<file path="src/include/qnet_settings.svh">
`ifndef QNET_SETTINGS_SVH
`define QNET_SETTINGS_SVH

`default_nettype none

//////////////////////////////////////////////////
// Command format widths
//////////////////////////////////////////////////
`define QNET_TIME_W 48   // Absolute time
`define QNET_DATA_W 32   // Command data word and parameters
`define QNET_OP_W   5    // Opcode field

//////////////////////////////////////////////////
// Limits
//////////////////////////////////////////////////
`define QNET_ERR_W  4    // Late command counter, saturates

`default_nettype wire

`endif

</file>
<file path="src/hw/qnet_pkg.sv">
`include "qnet_settings.svh"
`default_nettype none

package qnet_pkg;

   // Processor opcodes
   typedef enum logic [`QNET_OP_W-1:0] {
      OP_NOP        = 5'd0,
      OP_SET_OFF    = 5'd1,   // Time offset
      OP_SET_RTD    = 5'd2,   // Round trip delay
      OP_SET_DT1    = 5'd3,
      OP_SET_DT2    = 5'd4,
      OP_TIME_RST   = 5'd5,
      OP_TIME_INIT  = 5'd6,
      OP_TIME_UPDT  = 5'd7,
      OP_START_CORE = 5'd8,   // Scheduled at absolute time
      OP_STOP_CORE  = 5'd9
   } qnet_op_e;

   // Timed start/stop FSM
   typedef enum logic [1:0] {
      ST_IDLE  = 2'd0,
      ST_CHECK = 2'd1,   // RTD margin test
      ST_WAIT  = 2'd2,
      ST_FIRE  = 2'd3
   } sched_state_e;

endpackage

`default_nettype wire

</file>
<file path="src/hw/qnet_cmd_decode.sv">
`include "qnet_settings.svh"
`default_nettype none

module qnet_cmd_decode
   import qnet_pkg::*;
(
   input  logic                    t_clk_i,
   input  logic                    ps_rst_ni,
   input  logic                    c_cmd_i,
   input  qnet_op_e                c_op_i,
   input  logic [`QNET_DATA_W-1:0] c_dt1_i,
   input  logic [`QNET_DATA_W-1:0] c_dt2_i,
   input  logic                    sched_busy_i,
   output logic                    c_ready_o,
   output logic                    op_vld_o,
   output qnet_op_e                op_o,
   output logic [`QNET_DATA_W-1:0] dt1_o,
   output logic [`QNET_DATA_W-1:0] dt2_o,
   output logic                    time_rst_o,
   output logic                    time_init_o,
   output logic                    time_updt_o
);

   logic pend_q;     // Second cycle of a taken command
   logic cmd_take;

   // Busy while a command is in flight or a timed op is scheduled
   assign c_ready_o = ~op_vld_o & ~pend_q & ~sched_busy_i;
   assign cmd_take  = c_cmd_i & c_ready_o;

   //////////////////////////////////////////////////
   // Command capture
   //////////////////////////////////////////////////
   always_ff @(posedge t_clk_i or negedge ps_rst_ni) begin
      if (!ps_rst_ni) begin
         op_vld_o <= 1'b0;
         pend_q   <= 1'b0;
         op_o     <= OP_NOP;
         dt1_o    <= '0;
         dt2_o    <= '0;
      end else begin
         op_vld_o <= cmd_take;
         pend_q   <= op_vld_o;
         if (cmd_take) begin
            op_o  <= c_op_i;
            dt1_o <= c_dt1_i;
            dt2_o <= c_dt2_i;
         end
      end
   end

   //////////////////////////////////////////////////
   // Time base pulses
   //////////////////////////////////////////////////
   always_ff @(posedge t_clk_i or negedge ps_rst_ni) begin
      if (!ps_rst_ni) begin
         time_rst_o  <= 1'b0;
         time_init_o <= 1'b0;
         time_updt_o <= 1'b0;
      end else begin
         time_rst_o  <= op_vld_o & (op_o == OP_TIME_RST);
         time_init_o <= op_vld_o & (op_o == OP_TIME_INIT);
         time_updt_o <= op_vld_o & (op_o == OP_TIME_UPDT);   // One cycle only
      end
   end

endmodule

`default_nettype wire

</file>
<file path="src/hw/qnet_param_regs.sv">
`include "qnet_settings.svh"
`default_nettype none

module qnet_param_regs
   import qnet_pkg::*;
(
   input  logic                    t_clk_i,
   input  logic                    ps_rst_ni,
   input  logic                    op_vld_i,
   input  qnet_op_e                op_i,
   input  logic [`QNET_DATA_W-1:0] dt1_i,
   output logic [`QNET_DATA_W-1:0] rtd_o,
   output logic [`QNET_DATA_W-1:0] time_off_dt_o,
   output logic [`QNET_DATA_W-1:0] tnet_dt1_o,
   output logic [`QNET_DATA_W-1:0] tnet_dt2_o
);

   //////////////////////////////////////////////////
   // Network parameters
   //////////////////////////////////////////////////

   // Each SET opcode owns one register, data always from dt1
   always_ff @(posedge t_clk_i or negedge ps_rst_ni) begin
      if (!ps_rst_ni) begin
         rtd_o         <= '0;
         time_off_dt_o <= '0;
         tnet_dt1_o    <= '0;
         tnet_dt2_o    <= '0;
      end else if (op_vld_i) begin
         case (op_i)
            OP_SET_OFF: begin
               time_off_dt_o <= dt1_i;
            end
            OP_SET_RTD: begin
               rtd_o <= dt1_i;      // Used by the late check
            end
            OP_SET_DT1: begin
               tnet_dt1_o <= dt1_i;
            end
            OP_SET_DT2: begin
               tnet_dt2_o <= dt1_i;
            end
            default: begin
               // TIME and START/STOP handled elsewhere
            end
         endcase
      end
   end

endmodule

`default_nettype wire

</file>
<file path="src/hw/qnet_ctrl_sched.sv">
`include "qnet_settings.svh"
`default_nettype none

module qnet_ctrl_sched
   import qnet_pkg::*;
(
   input  logic                    t_clk_i,
   input  logic                    ps_rst_ni,
   input  logic                    op_vld_i,
   input  qnet_op_e                op_i,
   input  logic [`QNET_DATA_W-1:0] dt1_i,
   input  logic [`QNET_DATA_W-1:0] dt2_i,
   input  logic [`QNET_TIME_W-1:0] t_time_abs_i,
   input  logic [`QNET_DATA_W-1:0] rtd_i,
   output logic                    sched_busy_o,
   output logic                    core_start_o,
   output logic                    core_stop_o,
   output logic [`QNET_ERR_W-1:0]  ctrl_err_cnt_o
);

   sched_state_e state_q;

   logic [`QNET_TIME_W-1:0] target_q;
   logic                    stop_q;     // Remembered action, 1 for stop
   logic [`QNET_TIME_W:0]   rem_q;      // Signed time left
   logic [`QNET_TIME_W:0]   rem_now;
   logic [`QNET_TIME_W+1:0] slack;
   logic                    late;
   logic                    due;
   logic                    timed_op;

   //////////////////////////////////////////////////
   // Time arithmetic
   //////////////////////////////////////////////////
   assign rem_now = {1'b0, target_q} - {1'b0, t_time_abs_i};
   assign slack   = {rem_now[`QNET_TIME_W], rem_now}
                  - {{(`QNET_TIME_W+2-`QNET_DATA_W){1'b0}}, rtd_i};
   assign late    = slack[`QNET_TIME_W+1];     // Less than RTD left
   assign due     = rem_q[`QNET_TIME_W] | (rem_q == '0);

   assign timed_op     = (op_i == OP_START_CORE) | (op_i == OP_STOP_CORE);
   assign sched_busy_o = (state_q != ST_IDLE);

   //////////////////////////////////////////////////
   // Scheduler FSM
   //////////////////////////////////////////////////
   always_ff @(posedge t_clk_i or negedge ps_rst_ni) begin
      if (!ps_rst_ni) begin
         state_q        <= ST_IDLE;
         target_q       <= '0;
         stop_q         <= 1'b0;
         rem_q          <= '0;
         core_start_o   <= 1'b0;
         core_stop_o    <= 1'b0;
         ctrl_err_cnt_o <= '0;
      end else begin
         core_start_o <= 1'b0;
         core_stop_o  <= 1'b0;
         case (state_q)
            ST_IDLE: begin
               if (op_vld_i && timed_op) begin
                  // Target is dt2 low bits above dt1
                  target_q <= {dt2_i[`QNET_TIME_W-`QNET_DATA_W-1:0], dt1_i};
                  stop_q   <= (op_i == OP_STOP_CORE);
                  state_q  <= ST_CHECK;
               end
            end
            ST_CHECK: begin
               rem_q <= rem_now;
               if (late) begin
                  if (ctrl_err_cnt_o != '1) begin
                     ctrl_err_cnt_o <= ctrl_err_cnt_o + 1'b1;   // Saturating
                  end
                  state_q <= ST_IDLE;
               end else begin
                  state_q <= ST_WAIT;
               end
            end
            ST_WAIT: begin
               rem_q <= rem_now;
               if (due) begin
                  core_start_o <= ~stop_q;
                  core_stop_o  <= stop_q;
                  state_q      <= ST_FIRE;
               end
            end
            ST_FIRE: begin
               // Pulse is high during this state
               state_q <= ST_IDLE;
            end
            default: begin
               state_q <= ST_IDLE;
            end
         endcase
      end
   end

endmodule

`default_nettype wire

</file>
<file path="src/hw/qnet_ctrl_top.sv">
`include "qnet_settings.svh"
`default_nettype none

module qnet_ctrl_top
   import qnet_pkg::*;
(
   input  logic                    t_clk_i,
   input  logic                    ps_rst_ni,
   input  logic                    c_cmd_i,
   input  qnet_op_e                c_op_i,
   input  logic [`QNET_DATA_W-1:0] c_dt1_i,
   input  logic [`QNET_DATA_W-1:0] c_dt2_i,
   input  logic [`QNET_TIME_W-1:0] t_time_abs_i,
   output logic                    c_ready_o,
   output logic                    time_rst_o,
   output logic                    time_init_o,
   output logic                    time_updt_o,
   output logic [`QNET_DATA_W-1:0] time_off_dt_o,
   output logic [`QNET_DATA_W-1:0] tnet_dt1_o,
   output logic [`QNET_DATA_W-1:0] tnet_dt2_o,
   output logic                    core_start_o,
   output logic                    core_stop_o,
   output logic [`QNET_ERR_W-1:0]  ctrl_err_cnt_o
);

   logic                    op_vld;
   qnet_op_e                op;
   logic [`QNET_DATA_W-1:0] dt1;
   logic [`QNET_DATA_W-1:0] dt2;
   logic [`QNET_DATA_W-1:0] rtd;
   logic                    sched_busy;   // Holds off new commands

   //////////////////////////////////////////////////
   // Command decode
   //////////////////////////////////////////////////
   qnet_cmd_decode u_decode (
      .t_clk_i      (t_clk_i),
      .ps_rst_ni    (ps_rst_ni),
      .c_cmd_i      (c_cmd_i),
      .c_op_i       (c_op_i),
      .c_dt1_i      (c_dt1_i),
      .c_dt2_i      (c_dt2_i),
      .sched_busy_i (sched_busy),
      .c_ready_o    (c_ready_o),
      .op_vld_o     (op_vld),
      .op_o         (op),
      .dt1_o        (dt1),
      .dt2_o        (dt2),
      .time_rst_o   (time_rst_o),
      .time_init_o  (time_init_o),
      .time_updt_o  (time_updt_o)
   );

   qnet_param_regs u_params (
      .t_clk_i       (t_clk_i),
      .ps_rst_ni     (ps_rst_ni),
      .op_vld_i      (op_vld),
      .op_i          (op),
      .dt1_i         (dt1),
      .rtd_o         (rtd),
      .time_off_dt_o (time_off_dt_o),
      .tnet_dt1_o    (tnet_dt1_o),
      .tnet_dt2_o    (tnet_dt2_o)
   );

   // Timed core start and stop
   qnet_ctrl_sched u_sched (
      .t_clk_i        (t_clk_i),
      .ps_rst_ni      (ps_rst_ni),
      .op_vld_i       (op_vld),
      .op_i           (op),
      .dt1_i          (dt1),
      .dt2_i          (dt2),
      .t_time_abs_i   (t_time_abs_i),
      .rtd_i          (rtd),
      .sched_busy_o   (sched_busy),
      .core_start_o   (core_start_o),
      .core_stop_o    (core_stop_o),
      .ctrl_err_cnt_o (ctrl_err_cnt_o)
   );

endmodule

`default_nettype wire

</file>
<file path="config.mk">
export PLATFORM = sky130hd
export DESIGN_NAME = qnet_ctrl_top
export DESIGN_NICKNAME = d
export VERILOG_FILES = /design/src/hw/qnet_pkg.sv /design/src/hw/qnet_cmd_decode.sv /design/src/hw/qnet_param_regs.sv /design/src/hw/qnet_ctrl_sched.sv /design/src/hw/qnet_ctrl_top.sv
export VERILOG_INCLUDE_DIRS = /design/src /design/src/include
export SDC_FILE = /design/constraint.sdc
export NUM_CORES = 1
export LEC_CHECK = 0
export BUFFER_PORTS_ARGS = -buffer_cell sky130_fd_sc_hd__buf_2
export CAP_MARGIN = 40
export CORE_UTILIZATION = 40
export CTS_CLUSTER_SIZE = 30
export DETAILED_ROUTE_END_ITERATION = 10
export PLACE_DENSITY = 0.59
export SETUP_SLACK_MARGIN = 0.02
export SYNTH_ARGS = -nofsm -noshare
export SYNTH_HDL_FRONTEND = slang
export SYNTH_SLANG_ARGS = --single-unit
</file>
<file path="constraint.sdc">
create_clock -name t_clk_i -period 6.55 [get_ports t_clk_i]
set_clock_uncertainty 0.15 [all_clocks]
set_input_delay 0.3275 -clock t_clk_i [delete_from_list [all_inputs] [get_ports t_clk_i]]
set_output_delay 0.3275 -clock t_clk_i [all_outputs]
set_load 0.05 [all_outputs]
</file>
==> results.yml <==
sta:
  finalHoldViolCount: 0
  setup_repair_after_global_routing_missed_its_margin: "false"
  setup_viol: 0
  slew_headroom: 0.432
  clock.fmax_mhz: 170
  fin_tns_setup_ns: 0
  min_period_ns: 5.87
  drv_slew: 0
  portion_of_the_clock_cycle_consumed_by_the_worst_path_in_the_final_layout: 0.897
  fin_hold_ws_ns: 0.0294
  post-route-worst-setup-slack_ns: 0.677
  worstMarginPinSlew_ns: 0.852
global_routing:
  first_global_vias: 11300
  number_of_antenna_violations_at_the_first_check_in_global_routing: 0
  grt_pass1_wl_um: 60000
  overflow: 0
  global_route.usage.total: 0.195
  grt_max_degree: 79
floorplan:
  die_area_um2: 38500
  chipWidth_um: 196
  placementRows: 70
  core_area_um2: 36900
  dieHeight_um: 196
  top_level_ports: 226
  start_util: 0.409
layout:
  stdcell_count: 2082
  area_delta_synth_final_pct: 22.2
  num-nets-final: 1753
  final_layout_size_suffix_gt1_frac: 0.371
synthesis:
  ys.flop_type: "sky130_fd_sc_hd__dfrtp_1"
  synthesized_area_divided_by_synthesized_cell_count_um2: 11.7
  yosysUniqueCellTypes: 81
  synth_enable_flop_cells: 0
  gate_count_after_technology_mapping: 1290
  ys_ff_latch: 292
  async_sr_flop_fraction: 1.00
  ys.warnings.count: 0
  mappedNetlistArea_um2: 15100
  synth.yosys.seq_area_share: 0.485
  synth.net_count: 1494
route:
  post-route-drc-count: 0
  drt_first_pass_iters: 4
  detail_route.wirelength_um: 36900
  detailedRoute.firstIterationViolations: 560
  antenna_left: 0
  dr_total_vias: 10900
  post_drt_wl_per_cell_um: 17.7
  detail_route.vias_per_cell: 5.22
placement:
  gp_congestion: 0.888
  preCtsSetupSlack_ns: 0.703
  detailed_place_hpwl_um: 27000
  port_buffers: 209
  numPlacedInstances: 1962
setup_path:
  required_ns: 6.79
  timing.critical_path.max_delay_family: "compound AO/OA/AOI/OAI gates"
  crit_path_launch_type: "flop"
  criticalPathCategory: "reg -> reg"
  max_stage_delay_ns: 0.64
  cp_cell_sequence: "ha_1, and2_1, a221oi_1, a211oi_1, nor2_1, o21ai_0, a21oi_1, xnor2_1, ha_1, and3_1, a221oi_1, o21ai_0, a221oi_1, o21ai_0, a221o_1, a31oi_1, and4_4, nand3_2, a21oi_2, mux2_1"
  slowest_stage: "sky130_fd_sc_hd__a221oi_1"
  cp_data_arrival_time_ns: 6.12
  crit_path_max_fo: 4
  timing.critical_path.to_type: "flop"
  crit_buf_inv: 0
pwr:
  power.share.sequential: 0.334
  powerDensity_nw_per_um2: 493
  p_comb_frac: 0.452
  intPower_uw: 5410
  peak_supply_drop_mv: 0.364
  total_switching_power_uw: 3680
  p_leak_uw: 0.00908
  p_sw_frac: 0.405
  clkPwrFrac: 0.214
clock_network:
  cts-buffers-inserted: 35
  cts_htree_levels: 2
  clk_pin_slew_worst_paths_ns: 0.06
  cts.path.max_buffers: 3
  ctsResizeCount: 0
  cts_num_sinks: 292
  tritoncts_clock_tree: "done"
  post_cts_hold_buffer_count: 54
  cts_root_buffer: "sky130_fd_sc_hd__clkbuf_16"
  clock_insertion_delay_worst_skew_ns: 0.53
  cts_setup_buffers: 0
worst_hold_path:
  hold_class: "in -> reg"
job:
  timing.max_cap.violations: 0
run_status:
  run_status: "finished clean"
worst min-delay path, stage by stage:
cell                      delay, ns
sky130_fd_sc_hd__buf_2         0.08
sky130_fd_sc_hd__ha_1          0.15
sky130_fd_sc_hd__o21ai_0       0.09
sequential cells by signal, indices dropped and copies added (netlist names), named ones only:
register,flops
u_params.tnet_dt1_o,32
u_sched.rem_q,49
u_decode.dt2_o,16
u_sched.core_start_o,1
u_decode.time_rst_o,1
u_sched.target_q,48
u_decode.dt1_o,32
u_decode.time_updt_o,1
u_decode.op_vld_o,1
u_decode.op_o,5
u_sched.ctrl_err_cnt_o,4
u_sched.stop_q,1
u_params.rtd_o,32
u_decode.pend_q,1
u_sched.state_q,1
u_params.tnet_dt2_o,32
u_params.time_off_dt_o,32
u_sched.core_stop_o,1
u_decode.time_init_o,1
cells in the final DEF (no fill, tap or decap), drive strengths merged, types with 14 or more instances in the layout:
cell type | netlist | final
clkbuf | 34 | 51
nand2 | 61 | 61
ha | 83 | 83
buf | 20 | 222
nand3 | 26 | 26
xor2 | 14 | 14
dlygate4sd3 | 0 | 54
a21oi | 63 | 63
a21o | 28 | 28
dfrtp | 292 | 292
nor3 | 14 | 14
nor4 | 14 | 14
nand4 | 22 | 22
nor2 | 34 | 34
inv | 100 | 101
mux2 | 269 | 269
o21ai | 48 | 48
xnor2 | 21 | 21
final timing paths:
check,start,depth (start not counted),slack (ns),to
max reg2reg,u_sched.target_q[3]$_DFFE_PN0P_,20,0.68,u_sched.ctrl_err_cnt_o[1]$_DFFE_PN0P_
min reg2reg,u_decode.op_vld_o$_DFF_PN0_,0,0.27,u_decode.pend_q$_DFF_PN0_
min in group asynchronous,ps_rst_ni,2,0.22,u_decode.dt1_o[11]$_DFFE_PN0P_
min,t_time_abs_i[0],3,0.03,u_sched.rem_q[0]$_DFFE_PN0P_
max,u_sched.target_q[3]$_DFFE_PN0P_,20,0.68,u_sched.ctrl_err_cnt_o[1]$_DFFE_PN0P_
max in group asynchronous,ps_rst_ni,4,4.84,u_decode.op_o[3]$_DFFE_PN0P_
kinds of logic after synthesis:
group,share of synthesized area
buffers and inverters,0.0418
AO/OA/AOI/OAI,0.104
AND/OR/NAND/NOR,0.0769
flip-flops,0.485
XOR/XNOR,0.0203
multiplexers,0.202
adder cells (fa/ha/maj),0.0702
through the flow:
| step | power (uW) | instance area (um^2) | utilization |
|---|---|---|---|
| finish | 9090 | 18400 | 0.500 |
| global route | 9730 | 18400 | 0.500 |
| CTS | 9200 | 18400 | 0.500 |
| detailed placement | 7160 | 16700 | 0.453 |
| global placement | 7040 | 16600 | 0.450 |
| floorplan | 6080 | 15100 | - |
per-layer routing:
| layer | global-route usage | part of all wire | vias to the layer above |
|---|---|---|---|
| met2 | 0.316 | 0.47 | 264 |
| met5 | 0 | 0 | - |
| li1 | - | - | 5192 |
| met1 | 0.263 | 0.46 | 5361 |
| met4 | 0.0518 | 0.022 | 0 |
| met3 | 0.0409 | 0.053 | 55 |
cell usage after synthesis (all sizes together) (21+ instances only):
cell type  count  area (um^2)
clkbuf        34          158
o21ai         48          244
nand4         22          138
inv          100          375
ha            83         1040
nand2         61          229
nor2          34          128
a21o          28          215
a21oi         63          323
mux2         269         3030
xnor2         21          184
nand3         26          135
dfrtp        292         7310
power groups by stage:
stage / Clock, uW / Combinational, uW / Sequential, uW
after floorplan: 0 / 2490 / 3600
after global placement: 0 / 4000 / 3040
after detailed placement: 0 / 4090 / 3070
after CTS: 2020 / 4140 / 3050
after global routing: 2080 / 4490 / 3150
final: 1950 / 4110 / 3030
layout make-up:
cell class                      instances  area (um^2)
Fill cell                            3408        18400
Sequential cell                       292         7310
Multi-Input combinational cell        844         7160
Timing Repair Buffer                  276         1780
Clock buffer                           51         1050
Tap cell                              504          631
Inverter                              100          375
Clock inverter                         13          130
Antenna cell                            2         5.00
No activity file was read; power rests on OpenSTA's default activity.
